$ cat src/hdl/dmaBusPkg.sv
// package with shared localparams, vector typedefs and the cycle state enum
package dmaBusPkg;

    // stages on dmaEna, flushFifo and bgrantN
    localparam int syncDepth = 2;

    // cycles a bus cycle may sit in cWait waiting for an acknowledge
    localparam int ackTimeout = 64;

    // the two active-low acknowledge lines, bit 1 is DSACK1
    typedef logic [1:0] dsackT;

    // wait counter, wide enough to reach ackTimeout - 1
    typedef logic [$clog2(ackTimeout)-1:0] waitCntT;

    // bus cycle sequence of the controller
    typedef enum logic [2:0] {
        cIdle,  // no cycle, flush check
        cAddr,  // address and size out, pas next
        cData,  // pds next
        cWait,  // strobes held, waiting for DSACK or STERM
        cEnd    // strobes pulsed, cycle done
    } cycStateT;

endpackage
$ cat src/hdl/busAckIf.sv
// interface busAckIf carrying acknowledge information between decoder and controller
`timescale 1ns/10ps

interface busAckIf;

    logic cycleActive; // controller is in its wait window
    logic ackSeen;     // one clock per bus cycle
    logic port32;      // both DSACK lines, valid with ackSeen
    logic syncTerm;    // STERM answer, valid with ackSeen

    modport decoder (
        input  cycleActive,
        output ackSeen,
        output port32,
        output syncTerm
    );

    modport controller (
        output cycleActive,
        input  ackSeen,
        input  port32,
        input  syncTerm
    );

endinterface

$ cat src/hdl/dmaCpuSm.sv
// module dmaCpuSm: top level of the CPU-bus master, arbiter, decoder and cycle controller
`timescale 1ns/10ps

module dmaCpuSm
    import dmaBusPkg::*;
(
    input  logic  CLK135,
    input  logic  CCRESET_,
    input  logic  dmaEna,
    input  logic  dmaDir,    // 1 moves FIFO to memory
    input  logic  fifoEmpty,
    input  logic  fifoFull,
    input  logic  flushFifo,
    input  logic  bgrantN,
    input  dsackT dsackN,
    input  logic  stermN,
    output logic  breq,
    output logic  bgack,
    output logic  pas,
    output logic  pds,
    output logic  size1,
    output logic  f2cpuH,
    output logic  f2cpuL,
    output logic  plhw,
    output logic  pllw,
    output logic  incFifo,
    output logic  decFifo,
    output logic  incNi,
    output logic  incNo,
    output logic  stopFlush
);

    logic granted;
    logic needXfer;
    logic flushReq;
    logic cycleEnd;
    logic flushDone;

    busAckIf ackBus ();

    busArbiter u_busArbiter (
        .CLK135    (CLK135),
        .CCRESET_  (CCRESET_),
        .dmaEna    (dmaEna),
        .dmaDir    (dmaDir),
        .fifoEmpty (fifoEmpty),
        .fifoFull  (fifoFull),
        .flushFifo (flushFifo),
        .bgrantN   (bgrantN),
        .cycleEnd  (cycleEnd),
        .flushDone (flushDone),
        .breq      (breq),
        .bgack     (bgack),
        .granted   (granted),
        .needXfer  (needXfer),
        .flushReq  (flushReq)
    );

    ackDecoder u_ackDecoder (
        .CLK135   (CLK135),
        .CCRESET_ (CCRESET_),
        .dsackN   (dsackN),
        .stermN   (stermN),
        .ack      (ackBus.decoder)
    );

    cycleController u_cycleController (
        .CLK135    (CLK135),
        .CCRESET_  (CCRESET_),
        .dmaDir    (dmaDir),
        .fifoEmpty (fifoEmpty),
        .granted   (granted),
        .flushReq  (flushReq),
        .ack       (ackBus.controller),
        .pas       (pas),
        .pds       (pds),
        .size1     (size1),
        .f2cpuH    (f2cpuH),
        .f2cpuL    (f2cpuL),
        .plhw      (plhw),
        .pllw      (pllw),
        .incFifo   (incFifo),
        .decFifo   (decFifo),
        .incNi     (incNi),
        .incNo     (incNo),
        .stopFlush (stopFlush),
        .cycleEnd  (cycleEnd),
        .flushDone (flushDone)
    );

endmodule

$ cat src/hdl/cycleController.sv
// module cycleController: bus cycle FSM, address and data strobes, FIFO and latch strobes
`timescale 1ns/10ps

module cycleController
    import dmaBusPkg::*;
(
    input  logic           CLK135,
    input  logic           CCRESET_,
    input  logic           dmaDir,
    input  logic           fifoEmpty,
    input  logic           granted,
    input  logic           flushReq,
    busAckIf.controller    ack,
    output logic           pas,
    output logic           pds,
    output logic           size1,
    output logic           f2cpuH,
    output logic           f2cpuL,
    output logic           plhw,
    output logic           pllw,
    output logic           incFifo,
    output logic           decFifo,
    output logic           incNi,
    output logic           incNo,
    output logic           stopFlush,
    output logic           cycleEnd,
    output logic           flushDone
);

    cycStateT state;
    logic     halfPending; // low word of a 16-bit transfer still owed
    logic     wide;        // this answer moved the full long word
    logic     lastHalf;    // long word completes with this answer
    logic     flushNow;
    waitCntT  waitCnt;

    assign ack.cycleActive = (state == cWait);
    assign cycleEnd        = (state == cEnd);
    assign flushDone       = stopFlush;

    assign wide     = ack.port32 | ack.syncTerm;
    assign lastHalf = halfPending | wide;

    // nothing left to drain and a flush is asked for
    assign flushNow = flushReq & dmaDir & fifoEmpty & ~stopFlush;

    always_ff @(posedge CLK135 or negedge CCRESET_) begin
        if (!CCRESET_) begin
            state       <= cIdle;
            halfPending <= 1'b0;
            pas         <= 1'b0;
            pds         <= 1'b0;
            size1       <= 1'b0;
            f2cpuH      <= 1'b0;
            f2cpuL      <= 1'b0;
            plhw        <= 1'b0;
            pllw        <= 1'b0;
            incFifo     <= 1'b0;
            decFifo     <= 1'b0;
            incNi       <= 1'b0;
            incNo       <= 1'b0;
            stopFlush   <= 1'b0;
        end else begin
            plhw      <= 1'b0; // single-clock strobes
            pllw      <= 1'b0;
            incFifo   <= 1'b0;
            decFifo   <= 1'b0;
            incNi     <= 1'b0;
            incNo     <= 1'b0;
            stopFlush <= 1'b0;
            case (state)
                cIdle: begin
                    if (flushNow) begin
                        stopFlush <= 1'b1;
                    end else if (granted) begin
                        state <= cAddr;
                    end
                end
                cAddr: begin
                    pas    <= 1'b1;
                    size1  <= halfPending;           // word size for the second half
                    f2cpuH <= dmaDir & ~halfPending;
                    f2cpuL <= dmaDir;
                    state  <= cData;
                end
                cData: begin
                    pds   <= 1'b1;
                    state <= cWait;
                end
                cWait: begin
                    if (ack.ackSeen) begin
                        pas    <= 1'b0;
                        pds    <= 1'b0;
                        size1  <= 1'b0;
                        f2cpuH <= 1'b0;
                        f2cpuL <= 1'b0;
                        if (!dmaDir) begin
                            plhw    <= ~halfPending; // high word comes first
                            pllw    <= lastHalf;
                            incFifo <= lastHalf;
                            incNi   <= lastHalf;
                        end else begin
                            decFifo <= lastHalf;
                            incNo   <= lastHalf;
                        end
                        halfPending <= ~lastHalf;
                        state       <= cEnd;
                    end
                end
                cEnd: begin
                    state <= cIdle;
                end
                default: begin
                    state <= cIdle;
                end
            endcase
        end
    end

    // time spent waiting for the slave
    always_ff @(posedge CLK135 or negedge CCRESET_) begin
        if (!CCRESET_) begin
            waitCnt <= '0;
        end else if (state == cWait) begin
            waitCnt <= waitCnt + 1'b1;
        end else begin
            waitCnt <= '0;
        end
    end

    dataInAddr: assert property (
        @(posedge CLK135) disable iff (!CCRESET_) pds |-> pas
    ) else $error("pds without pas");

    fifoOneWay: assert property (
        @(posedge CLK135) disable iff (!CCRESET_) !(incFifo && decFifo)
    ) else $error("incFifo and decFifo together");

    // slave must answer well before the timeout
    ackInTime: assert property (
        @(posedge CLK135) disable iff (!CCRESET_)
        (state == cWait) |-> (waitCnt < waitCntT'(ackTimeout - 1))
    ) else $error("no acknowledge within ackTimeout cycles");

endmodule

$ cat src/hdl/ackDecoder.sv
// module ackDecoder: samples DSACK and STERM and decodes the port width
`timescale 1ns/10ps

module ackDecoder
    import dmaBusPkg::*;
(
    input  logic           CLK135,
    input  logic           CCRESET_,
    input  dsackT          dsackN,
    input  logic           stermN,
    busAckIf.decoder       ack
);

    logic stermHit;
    logic dsack32;
    logic dsack16;
    logic ackNow;
    logic ackBlock; // one answer per bus cycle

    assign stermHit = ~stermN;
    assign dsack32  = (dsackN == 2'b00);
    assign dsack16  = (dsackN == 2'b01); // DSACK1 low, DSACK0 high

    // DSACK0 alone is no answer, byte ports are not supported
    assign ackNow = ack.cycleActive & ~ackBlock & (stermHit | dsack32 | dsack16);

    always_ff @(posedge CLK135 or negedge CCRESET_) begin
        if (!CCRESET_) begin
            ack.ackSeen <= 1'b0;
            ackBlock    <= 1'b0;
        end else begin
            ack.ackSeen <= ackNow;
            if (ackNow) begin
                ackBlock <= 1'b1;
            end else if (!ack.cycleActive) begin
                ackBlock <= 1'b0; // rearm for the next cycle
            end
        end
    end

    // width info, only looked at together with ackSeen
    always_ff @(posedge CLK135) begin
        if (ackNow) begin
            ack.port32   <= dsack32;
            ack.syncTerm <= stermHit;
        end
    end

    // an answer is only taken inside the controller's wait window
    ackInWindow: assert property (
        @(posedge CLK135) disable iff (!CCRESET_) ack.ackSeen |-> ack.cycleActive
    ) else $error("ackSeen outside of cycleActive");

endmodule

$ cat src/hdl/busArbiter.sv
// module busArbiter: input synchronizers, bus request, grant and release
`timescale 1ns/10ps

module busArbiter
    import dmaBusPkg::*;
(
    input  logic CLK135,
    input  logic CCRESET_,
    input  logic dmaEna,
    input  logic dmaDir,
    input  logic fifoEmpty,
    input  logic fifoFull,
    input  logic flushFifo,
    input  logic bgrantN,
    input  logic cycleEnd,
    input  logic flushDone,
    output logic breq,
    output logic bgack,
    output logic granted,
    output logic needXfer,
    output logic flushReq
);

    logic [2:0] syncPipe [syncDepth]; // each stage is {bgrantN, flushFifo, dmaEna}
    logic dmaEnaS;
    logic flushS;
    logic grantS;
    logic endSeen;      // cycleEnd delayed, fifo flags have settled by then
    logic flushHandled; // flush already answered, wait for flushFifo to drop

    always_ff @(posedge CLK135 or negedge CCRESET_) begin
        if (!CCRESET_) begin
            for (int i = 0; i < syncDepth; i++) begin
                syncPipe[i] <= 3'b100; // grant line idles high
            end
        end else begin
            syncPipe[0] <= {bgrantN, flushFifo, dmaEna};
            for (int i = 1; i < syncDepth; i++) begin
                syncPipe[i] <= syncPipe[i-1];
            end
        end
    end

    assign dmaEnaS = syncPipe[syncDepth-1][0];
    assign flushS  = syncPipe[syncDepth-1][1];
    assign grantS  = ~syncPipe[syncDepth-1][2];

    // room in the direction being moved
    assign needXfer = dmaEnaS & (dmaDir ? ~fifoEmpty : ~fifoFull);
    assign granted  = bgack & needXfer;
    assign flushReq = flushS & ~flushHandled;

    always_ff @(posedge CLK135 or negedge CCRESET_) begin
        if (!CCRESET_) begin
            breq         <= 1'b0;
            bgack        <= 1'b0;
            endSeen      <= 1'b0;
            flushHandled <= 1'b0;
        end else begin
            endSeen <= cycleEnd;
            if (flushDone) begin
                flushHandled <= 1'b1;
            end else if (!flushS) begin
                flushHandled <= 1'b0;
            end
            if (bgack) begin
                if (flushDone || ((cycleEnd || endSeen) && !needXfer)) begin
                    bgack <= 1'b0; // give the bus back
                end
            end else if (breq) begin
                if (grantS) begin
                    breq  <= 1'b0;
                    bgack <= 1'b1; // bus is ours
                end else if (!needXfer) begin
                    breq <= 1'b0; // request withdrawn
                end
            end else if (needXfer) begin
                breq <= 1'b1;
            end
        end
    end

    // request and acknowledge are exclusive on the bus
    reqAckExclusive: assert property (
        @(posedge CLK135) disable iff (!CCRESET_) !(breq && bgack)
    ) else $error("breq and bgack high together");

endmodule

$ cat config.mk
export PLATFORM = sky130hd
export DESIGN_NAME = dmaCpuSm
export DESIGN_NICKNAME = d
export VERILOG_FILES = /design/src/hdl/dmaBusPkg.sv /design/src/hdl/busAckIf.sv /design/src/hdl/dmaCpuSm.sv /design/src/hdl/cycleController.sv /design/src/hdl/ackDecoder.sv /design/src/hdl/busArbiter.sv
export SDC_FILE = /design/constraint.sdc
export NUM_CORES = 1
export LEC_CHECK = 0
export BUFFER_PORTS_ARGS = -buffer_cell sky130_fd_sc_hd__buf_2
export CORE_UTILIZATION = 55
export CTS_CLUSTER_SIZE = 24
export DETAILED_ROUTE_END_ITERATION = 10
export GPL_TIMING_DRIVEN = 0
export HOLD_SLACK_MARGIN = 0.15
export PLACE_DENSITY = 0.82
export SLEW_MARGIN = 15
export SYNTH_ARGS = -nofsm -noshare
export SYNTH_HDL_FRONTEND = slang
export SYNTH_HIERARCHICAL = 1
export SYNTH_SLANG_ARGS = --single-unit
$ cat constraint.sdc
create_clock -name CLK135 -period 4 [get_ports CLK135]
set_clock_uncertainty 0.2 [all_clocks]
set_input_delay 1 -clock CLK135 [delete_from_list [all_inputs] [get_ports CLK135]]
set_output_delay 1 -clock CLK135 [all_outputs]
set_load 0.02 [all_outputs]
* Word level (Yosys, flattened, before mapping)
Index checks and enable logic that the tools add are counted.
Word-level totals: register bits 27, word-level logic and storage cells 97
Cells by class: equal/unequal tests 10, multiplexer cells 33, bitwise gates (word level) 21, reductions and logical operators 12
Operators with widths (number):
- two-way mux 1 bit | 24
- one-hot mux 3 bit (4 select lines) | 1
- one-hot mux 1 bit (2 select lines) | 5
- bitwise AND 1 bit | 9
- two-way mux 3 bit | 3
- inequality test 2 bit (second input constant) | 4
- inverter 1 bit | 8
- equality test 3 x 2 -> 1 bit (second input constant) | 2
- AND reduction 2 bit | 3
- OR 1 bit | 4
- nonzero test 2 bit | 2
- equality test 3 x 1 -> 1 bit (second input constant) | 1
- equality test 3 bit (second input constant) | 1
- logical NOT 3 bit | 1
- AND reduction 3 bit | 1
- equality test 2 x 1 -> 1 bit (second input constant) | 1
- logical NOT 2 bit | 1
- logical OR 1 bit | 2
- inequality test 2 x 1 -> 1 bit (second input constant) | 1
- logical AND 1 bit | 1
- logical NOT 1 bit | 1

* Depth between registers and ports, before layout
Gate-level depths: netlist of the first run.
word-level depth 8, depth in mapped cells 5, depth with buffers taken out 5

* Hierarchy
The synthesis of the first run kept the hierarchy.
Modules (own cells, without submodules):
- cycleController | instances 1, cells each 49, area an instance 580.6 um2, seq. area each 325.3 um2
- busArbiter | instances 1, cells each 23, area an instance 336.6 um2, seq. area each 252.7 um2
- ackDecoder | instances 1, cells each 9, area an instance 137.6 um2, seq. area each 110.1 um2

* Least setup slack after synthesis of the first run
Ideal clock, no wire load.
path kind input-to-reg, start point input port dmaDir, end point register u_cycleController.state[0], library setup time 0.119 ns, data arrival time 1.536 ns, data required time 3.681 ns, path slack 2.145 ns, stages on the path 4, buffers on the path 0, cell sequence mux2i_2 -> and3_2 -> a31oi_1 -> nor2_1
On the way: cells in the longest elaborated chain, start to end 5, elaborated cells on any way between the ends 9
RTL lines:
- start, declared | line dmaCpuSm.sv:10 | input logic dmaDir,
- two-way mux 1 bit | line busArbiter.sv:49 | assign needXfer = dmaEnaS & (dmaDir ? ~fifoEmpty : ~fifoFull);
- bitwise AND 1 bit | line busArbiter.sv:49
- bitwise AND 1 bit | line busArbiter.sv:50 | assign granted = bgack & needXfer;
- named net granted | line dmaCpuSm.sv:33 | logic granted;
- inequality test 2 bit (no line)
- AND reduction 3 bit (no line)
- end signal, assigned | line cycleController.sv:107 | state <= cEnd;
- end signal, assigned | line cycleController.sv:111 | state <= cIdle;
- end signal, assigned | line cycleController.sv:114 | state <= cIdle;
- end, declared | line cycleController.sv:30 | cycStateT state;
The timed path passes the listed nets, and every way through them passes these cells. A chain may end at the register's enable or synchronous reset.

* Worst setup path in the final report of the first run
start point register u_cycleController.stopFlush, in the netlist u_cycleController/flushDone, end point output port stopFlush
RTL lines:
- start, declared | line cycleController.sv:25 | output logic stopFlush,
- start signal, assigned | line cycleController.sv:62 | stopFlush <= 1'b0;
- start signal, assigned | line cycleController.sv:70 | stopFlush <= 1'b0;
- start signal, assigned | line cycleController.sv:74 | stopFlush <= 1'b1;
- end, declared | line dmaCpuSm.sv:30 | output logic stopFlush
No word-level cell between the ends.

==> flow_summary.json, run 1 <==
{
  "grt_usage_pct": 18.4,
  "final_util_pct": 69.5,
  "rsz0062_at_grt": "no",
  "status": "complete, no violations",
  "stdcell_area_um2": 1230,
  "cts-htree-levels": 1,
  "crit_path_end_kind": "output port",
  "gp_congestion": 0.784,
  "synthCells": 80,
  "synth_area_um2": 1050,
  "cap_violations": 0,
  "hold_viol": 0,
  "port_buffers": 24,
  "cp_max_fo": 4,
  "core_area_um2": 1760,
  "cts_setup_buffers": 0,
  "slew_headroom_pct": 64.8,
  "p_total_uw": 809,
  "path_cells": "buf_4 -> buf_2",
  "grt_first_pass_wirelength_um": 2600,
  "clkLatencyLatePin_ps": 310,
  "grt_pass1_vias": 587,
  "ir_worst_vdd_mv": 0.352,
  "hpwl_um": 1260,
  "criticalPathCategory": "reg2out",
  "nNetsFinal": 120,
  "totalWireLength_um": 1710,
  "grt_max_degree": 26,
  "p_leak_nw": 0.627,
  "die_w_um": 45.6,
  "clkSlewWorstSetupHoldPaths_ps": 130,
  "first_pass_iters": 4,
  "crit_path_top_delay_cell": "dfrtp_1",
  "avgRoutedWirePerCell_um": 12.8,
  "cpPeakStageDelay_ps": 430,
  "drt-initial-drc-count": 15,
  "yosysWarnings": 6,
  "setup_tns_ps": 0,
  "cts.sinks": 27,
  "clock.fmax_ghz": 0.450,
  "drive_above_1_share_pct": 39.8,
  "synth_fp_nets": 91,
  "finalCriticalPeriod_ps": 2220,
  "row_count": 15,
  "power_density_nw_per_um2": 660,
  "via_per_inst": 5.25,
  "tightest_slew_ps": 527,
  "cts_hold_buffers": 0,
  "cts_root_buf": "clkbuf_4",
  "initial_core_util_pct": 59.4,
  "fillCellCount": 140,
  "clock_path_buffers": 2,
  "drc_errors": 0,
  "cts_tree": "built",
  "synth.avg_cell_area_um2": 13.1,
  "slew_violations": 0,
  "placed_cell_area_um2": 1200,
  "cts_made_buffers": 3,
  "overflow": 0,
  "min_path_type": "reg2reg",
  "area_delta_synth_final_pct": 17.1,
  "diodes": 0,
  "antenna_left": 0,
  "ioPinCount": 25,
  "num_vias": 698,
  "period_share_pct": 55.5,
  "worst_ep_arrival_time_ps": 1020,
  "setup_viol": 0,
  "cp.required_ps": 2800,
  "startpoint_type": "register",
  "cts_resized": 0,
  "die_height_um": 45.6,
  "antenna_found_initial": 0,
  "die_area_um2": 2080
}
[path summary, 6_finish.rpt]
check,end,slack [ps],start,depth (start not counted)
worst max-delay path,stopFlush,1780,u_cycleController/flushDone,2
worst min-delay path,u_busArbiter/dmaEnaS,160,u_busArbiter/syncPipe[3],0
worst max register to register,u_ackDecoder/ack.syncTerm,2390,u_cycleController/state[0],3
worst min register to register,u_busArbiter/dmaEnaS,160,u_busArbiter/syncPipe[3],0
max in group asynchronous,u_busArbiter/syncPipe[2],2790,CCRESET_,1
min in group asynchronous,u_busArbiter/flushS,440,CCRESET_,1
[cells in the final DEF, fill, tap and decap left out, types with 2 or more instances in the layout]
cell	count
buf_2	24
dfrtp_1	23
nand2_1	6
nor2_1	4
buf_4	4
clkbuf_4	3
clkinv_2	2
inv_1	2
edfxtp_1	2
nand2b_1	2
o21ai_1	2
a21o_1	2
dfstp_2	2
nor3_1	2
and3_1	2
a22o_1	2
[registers in the layout, indices dropped and copies added, names as in the netlist]
register	cells
u_ackDecoder/ack.ackSeen	1
u_ackDecoder/ack.port32	1
u_ackDecoder/ack.syncTerm	1
u_ackDecoder/ackBlock	1
u_busArbiter/bgack	1
u_busArbiter/breq	1
u_busArbiter/dmaEnaS	1
u_busArbiter/endSeen	1
u_busArbiter/flushHandled	1
u_busArbiter/flushS	1
u_busArbiter/syncPipe	4
u_cycleController/f2cpuH	1
u_cycleController/f2cpuL	1
u_cycleController/flushDone	1
u_cycleController/halfPending	1
u_cycleController/incNi	1
u_cycleController/incNo	1
u_cycleController/pas	1
u_cycleController/pds	1
u_cycleController/plhw	1
u_cycleController/size1	1
u_cycleController/state	3
[stage by stage]
step / hold WS [ps] / std cells / setup WS, ps
CTS: 168 / 133 / 1750
floorplan: 131 / 80 / 2150
detailed placement: 136 / 129 / 1890
global route: 170 / 133 / 1730
global placement: 133 / 129 / 1940
finish: 164 / 133 / 1780
[routing by layer]
layer  routed length [um]  vias up  GRT usage (%)
li1                     -      332              -
met1                  735      337           25.3
met2                  872       27           28.6
met3                   85        2           2.38
met4                   12        0           9.09
met5                    0        -              0
[layout make-up]
class	instances	area [um^2]	share of cell area, %
buffer	5	41.3	3.37
clock buffer	3	22.5	1.84
clock inverter	1	5.00	0.408
inverter	4	16.3	1.33
multi-input combinational	44	302	24.6
sequential	27	688	56.1
tap	25	31.3	2.55
timing repair buffer	24	120	9.80
[where the power goes]
part | total, mW | internal, mW | leakage [nW] | switching [mW]
combinational | 0.288 | 0.123 | 0.281 | 0.166
sequential | 0.411 | 0.350 | 0.328 | 0.0613
clock | 0.110 | 0.0374 | 0.0177 | 0.0722
[critical path: cells and delay by family (launching register included)]
kind / cells / cell delay, ps
DFF: 1 / 430
buffers and inverters: 2 / 290
No activity file was read; power rests on OpenSTA's default activity.
==> inputs of run 2 (changes only) <==
--- a/config.mk
+++ b/config.mk
@@ -6,12 +6,12 @@
 export NUM_CORES = 1
 export LEC_CHECK = 0
 export BUFFER_PORTS_ARGS = -buffer_cell sky130_fd_sc_hd__buf_2
-export CORE_UTILIZATION = 55
+export CORE_UTILIZATION = 46
 export CTS_CLUSTER_SIZE = 24
 export DETAILED_ROUTE_END_ITERATION = 10
 export GPL_TIMING_DRIVEN = 0
 export HOLD_SLACK_MARGIN = 0.15
-export PLACE_DENSITY = 0.82
+export PLACE_DENSITY = 0.73
 export SLEW_MARGIN = 15
 export SYNTH_ARGS = -nofsm -noshare
 export SYNTH_HDL_FRONTEND = slang
==> constraint.sdc (replaced) <==
create_clock -name CLK135 -period 1.95 [get_ports CLK135]
set_clock_uncertainty 0.2 [all_clocks]
set_input_delay 0.4875 -clock CLK135 [delete_from_list [all_inputs] [get_ports CLK135]]
set_output_delay 0.4875 -clock CLK135 [all_outputs]
set_load 0.02 [all_outputs]
==> flow_summary.json, run 2 (same netlist as run 1, synthesis figures left out) <==
{
  "cts_setup_buffers": 0,
  "r2r.worst_path.cells": 3,
  "largest_register_ffs": 4,
  "cpPeakStageDelay_ps": 420,
  "setup_viol": 0,
  "pwr-share-seq_pct": 51.2,
  "regMostFlops": "u_busArbiter/syncPipe",
  "via_per_inst": 4.94,
  "cap_violations": 0,
  "swShare_pct": 36.2,
  "cts.sinks": 27,
  "drive_above_1_share_pct": 37.5,
  "tightest_slew_ps": 526,
  "worstSetupStartpoint": "u_cycleController/flushDone",
  "grt_max_degree": 26,
  "grt_first_pass_wirelength_um": 2800,
  "stdcell_count": 139,
  "reg2reg_slack_ps": 350,
  "drt-initial-drc-count": 3,
  "avgRoutedWirePerCell_um": 11.6,
  "area_delta_synth_final_pct": 21.0,
  "crit_path_end_kind": "output port",
  "clkSlewWorstSetupHoldPaths_ps": 130,
  "top_regs": "u_busArbiter/syncPipe (4), u_cycleController/state (3)",
  "die_w_um": 49.7,
  "ir_worst_vdd_mv": 0.746,
  "die_area_um2": 2470,
  "drc_errors": 0,
  "hold_viol": 0,
  "worst_ep_arrival_time_ps": 1010,
  "grt_usage_pct": 15.1,
  "path_cells": "buf_4 -> buf_2",
  "cts_hold_buffers": 4,
  "status": "complete, no violations",
  "port_buffers": 24,
  "slew_violations": 0,
  "cts_made_buffers": 3,
  "final_common_cell": "buf_2",
  "power_density_nw_per_um2": 1300,
  "cp.required_ps": 1260,
  "overflow": 0,
  "die_height_um": 49.7,
  "fillCellCount": 170,
  "crit_path_top_delay_cell": "dfrtp_1",
  "core_area_um2": 2040,
  "grt_pass1_vias": 669,
  "finalCriticalPeriod_ps": 1700,
  "diodes": 0,
  "cp_max_fo": 4,
  "p_sw_uw": 599,
  "nNetsFinal": 124,
  "hpwl_um": 1170,
  "slew_headroom_pct": 65.0,
  "startpoint_type": "register",
  "first_pass_iters": 4,
  "cts_tree": "built",
  "crit_end": "stopFlush",
  "ioPinCount": 25,
  "min_path_type": "reg2reg",
  "combPwrFrac_pct": 35.3,
  "cts_root_buf": "clkbuf_4",
  "final_util_pct": 62.1,
  "clock.fmax_ghz": 0.589,
  "rsz0062_at_grt": "no",
  "num_vias": 686,
  "internal_power_mw": 1.05,
  "cts_resized": 0,
  "totalWireLength_um": 1620,
  "cts-htree-levels": 1,
  "reg2reg_to": "u_ackDecoder/ack.port32",
  "setup_tns_ps": 0,
  "antenna_left": 0,
  "period_share_pct": 87.0,
  "p_leak_nw": 0.641,
  "criticalPathCategory": "reg2out",
  "rr_startpoint": "u_cycleController/state[0]",
  "clkLatencyLatePin_ps": 310,
  "clock_path_buffers": 2,
  "clkPwrFrac_pct": 13.5,
  "gp_congestion": 0.793,
  "row_count": 16,
  "initial_core_util_pct": 51.3,
  "final_cell_mix": "24 x buf_2, 23 x dfrtp_1, 6 x nand2_1",
  "antenna_found_initial": 0,
  "placedCellCount": 131
}
run 2: cell count changes in the layout (fill, tap and decap cells not counted), sizes merged:
cell         before  now
clkbuf            3    4
clkinv            2    1
dlygate4sd3       0    4
run 2: worst min-delay path by stage:
stage | startpoint | endpoint | slack [ps] | depth (start not counted)
final | u_busArbiter/syncPipe[5] | u_busArbiter/syncPipe[2] | 160 | 0
after global routing | u_busArbiter/syncPipe[5] | u_busArbiter/syncPipe[2] | 170 | 0
after CTS | u_busArbiter/syncPipe[5] | u_busArbiter/syncPipe[2] | 170 | 0
after detailed placement | u_busArbiter/syncPipe[4] | u_busArbiter/flushS | 140 | 0
after global placement | u_busArbiter/syncPipe[3] | u_busArbiter/dmaEnaS | 130 | 0
after floorplan | CCRESET_ | u_ackDecoder/ack.ackSeen | -8 | 0
run 2: through the flow:
step / power (mW) / hold slack, ps / setup slack [ps] / instance area (um^2)
detailed placement: 1.44 / 141 / 350 / 1200
floorplan: 1.26 / -8.09 / 503 / 1050
finish: 1.65 / 165 / 253 / 1270
CTS: 1.67 / 167 / 231 / 1270
global placement: 1.41 / 132 / 386 / 1200
global route: 1.78 / 169 / 178 / 1270
run 2: power by group through the flow:
stage / Clock, mW / Combinational (mW) / Sequential (mW)
2_1_floorplan: 0 / 0.341 / 0.915
3_3_place_gp: 0 / 0.567 / 0.843
3_5_place_dp: 0 / 0.581 / 0.855
4_1_cts: 0.235 / 0.588 / 0.846
5_1_grt: 0.253 / 0.654 / 0.868
6_report: 0.224 / 0.583 / 0.846
run 2: metal layers:
metal	up-vias	routed length (um)	GRT usage, %
li1	339	-	-
met5	-	0	0
met2	14	837	27.3
met3	2	45	1.85
met4	0	8	5.71
met1	331	727	18.1
run 2: layout make-up:
cell class | count | area (um^2) | area share [%]
tap | 27 | 33.8 | 2.67
buffer | 5 | 41.3 | 3.26
timing repair buffer | 28 | 160 | 12.6
inverter | 4 | 16.3 | 1.28
multi-input combinational | 44 | 302 | 23.8
sequential | 27 | 688 | 54.3
clock buffer | 4 | 26.3 | 2.07
run 2: critical path: cells and delay by family, from the launching register on:
kind     cells  cell delay [ps]
flops        1              420
buf+inv      2              270
==> inputs of run 3 (changes only) <==
--- a/config.mk
+++ b/config.mk
@@ -5,13 +5,14 @@
 export SDC_FILE = /design/constraint.sdc
 export NUM_CORES = 1
 export LEC_CHECK = 0
+export ABC_AREA = 1
 export BUFFER_PORTS_ARGS = -buffer_cell sky130_fd_sc_hd__buf_2
 export CORE_UTILIZATION = 46
 export CTS_CLUSTER_SIZE = 24
 export DETAILED_ROUTE_END_ITERATION = 10
 export GPL_TIMING_DRIVEN = 0
 export HOLD_SLACK_MARGIN = 0.15
-export PLACE_DENSITY = 0.73
+export PLACE_DENSITY = 0.72
 export SLEW_MARGIN = 15
 export SYNTH_ARGS = -nofsm -noshare
 export SYNTH_HDL_FRONTEND = slang
==> flow_summary.json, run 3 <==
{
  "gp_congestion": 0.660,
  "hold_viol": 0,
  "avgRoutedWirePerCell_um": 10.1,
  "cts.sinks": 27,
  "core_area_um2": 2230,
  "row_count": 17,
  "cp.required_ps": 1260,
  "clock_path_buffers": 2,
  "stdcell_area_um2": 1330,
  "drc_errors": 0,
  "cts_root_buf": "clkbuf_4",
  "status": "complete, no violations",
  "reg2reg_slack_ps": 390,
  "synth.avg_cell_area_um2": 10.2,
  "overflow": 0,
  "cts_tree": "built",
  "totalWireLength_um": 1710,
  "ir_worst_vdd_mv": 0.694,
  "die_area_um2": 2610,
  "cts_hold_buffers": 4,
  "cts_setup_buffers": 0,
  "grt_max_degree": 26,
  "finalCriticalPeriod_ps": 1730,
  "clkSlewWorstSetupHoldPaths_ps": 140,
  "grt_first_pass_wirelength_um": 2930,
  "initial_core_util_pct": 49.6,
  "cap_violations": 0,
  "die_w_um": 51.1,
  "slew_headroom_pct": 64.3,
  "area_delta_synth_final_pct": 20.1,
  "num_vias": 765,
  "nNetsFinal": 153,
  "setup_tns_ps": 0,
  "drt-initial-drc-count": 11,
  "startpoint_type": "register",
  "grt_usage_pct": 15.4,
  "regMostFlops": "u_busArbiter/syncPipe",
  "grt_pass1_vias": 688,
  "cts-htree-levels": 1,
  "pwr-share-seq_pct": 48.1,
  "combPwrFrac_pct": 38.2,
  "via_per_inst": 4.53,
  "antenna_left": 0,
  "drive_above_1_share_pct": 31.2,
  "top_regs": "u_busArbiter/syncPipe (4), u_cycleController/state (3)",
  "synth_fp_nets": 120,
  "slew_violations": 0,
  "cts_resized": 0,
  "clkPwrFrac_pct": 13.8,
  "port_buffers": 24,
  "setup_viol": 0,
  "min_path_type": "reg2reg",
  "rsz0062_at_grt": "no",
  "worst_ep_arrival_time_ps": 1040,
  "first_pass_iters": 4,
  "yosysWarnings": 6,
  "hpwl_um": 1260,
  "placed_cell_area_um2": 1260,
  "tightest_slew_ps": 535,
  "p_leak_nw": 0.748,
  "internal_power_mw": 1.03,
  "p_sw_uw": 690,
  "crit_path_end_kind": "output port",
  "die_height_um": 51.1,
  "power_density_nw_per_um2": 1290,
  "clock.fmax_ghz": 0.579,
  "largest_register_ffs": 4,
  "swShare_pct": 40.1,
  "period_share_pct": 88.5,
  "final_cell_mix": "29 x nand2_1, 24 x buf_2, 23 x dfrtp_1",
  "criticalPathCategory": "reg2out",
  "synth_area_um2": 1110,
  "ioPinCount": 25,
  "final_common_cell": "nand2_1",
  "diodes": 0,
  "cts_made_buffers": 3,
  "antenna_found_initial": 0,
  "clkLatencyLatePin_ps": 310,
  "synthCells": 109,
  "cp_max_fo": 4
}
==> run 3: worst paths after layout <==
kind | start | to | cells past startpoint
max | u_cycleController/flushDone | stopFlush | 2
min | u_busArbiter/syncPipe[4] | u_busArbiter/flushS | 0
max reg2reg | u_cycleController/state[1] | u_ackDecoder/ack.port32 | 4
min reg2reg | u_busArbiter/syncPipe[4] | u_busArbiter/flushS | 0
max in group asynchronous | CCRESET_ | u_busArbiter/syncPipe[5] | 2
min in group asynchronous | CCRESET_ | u_busArbiter/syncPipe[3] | 2
==> run 3: critical path, cell delays in order, from the launching register on <==
cell     delay (ps)
dfrtp_1         440
buf_4           140
buf_2           150
==> run 3: cell type report <==
cell class,count,area (um^2)
multi-input cells,61,325
inverters,17,63.8
well taps,28,35.0
flip-flops and latches,27,688
repair buffers,28,160
clock inverters,1,5.00
plain buffers,4,30.0
clock buffers,3,22.5
fillers,208,903
==> run 3: power by group through the flow <==
stage | registers [mW] | clock network, mW | logic, mW
5_1_grt | 0.851 | 0.266 | 0.731
3_3_place_gp | 0.836 | 0 | 0.636
6_report | 0.828 | 0.237 | 0.657
3_5_place_dp | 0.841 | 0 | 0.656
2_1_floorplan | 0.913 | 0 | 0.406
4_1_cts | 0.828 | 0.242 | 0.665
==> run 3: through the flow <==
step	power, mW	hold WS (ps)	worst slack, ps	utilization, %	std cells
global route	1.85	173	171	59.6	169
finish	1.72	168	224	59.6	169
CTS	1.74	171	214	59.6	169
detailed placement	1.50	139	379	56.5	161
floorplan	1.32	-8.09	503	-	109
global placement	1.47	132	423	56.5	161
==> run 3: per-layer routing <==
| metal | share of wire, % | vias to the layer above | global-route usage, % |
|---|---|---|---|
| met4 | 2.1 | 0 | 8.33 |
| met2 | 49 | 18 | 25.0 |
| met1 | 45 | 349 | 20.0 |
| met3 | 3.5 | 4 | 1.79 |
| met5 | 0 | - | 0 |
| li1 | - | 394 | - |
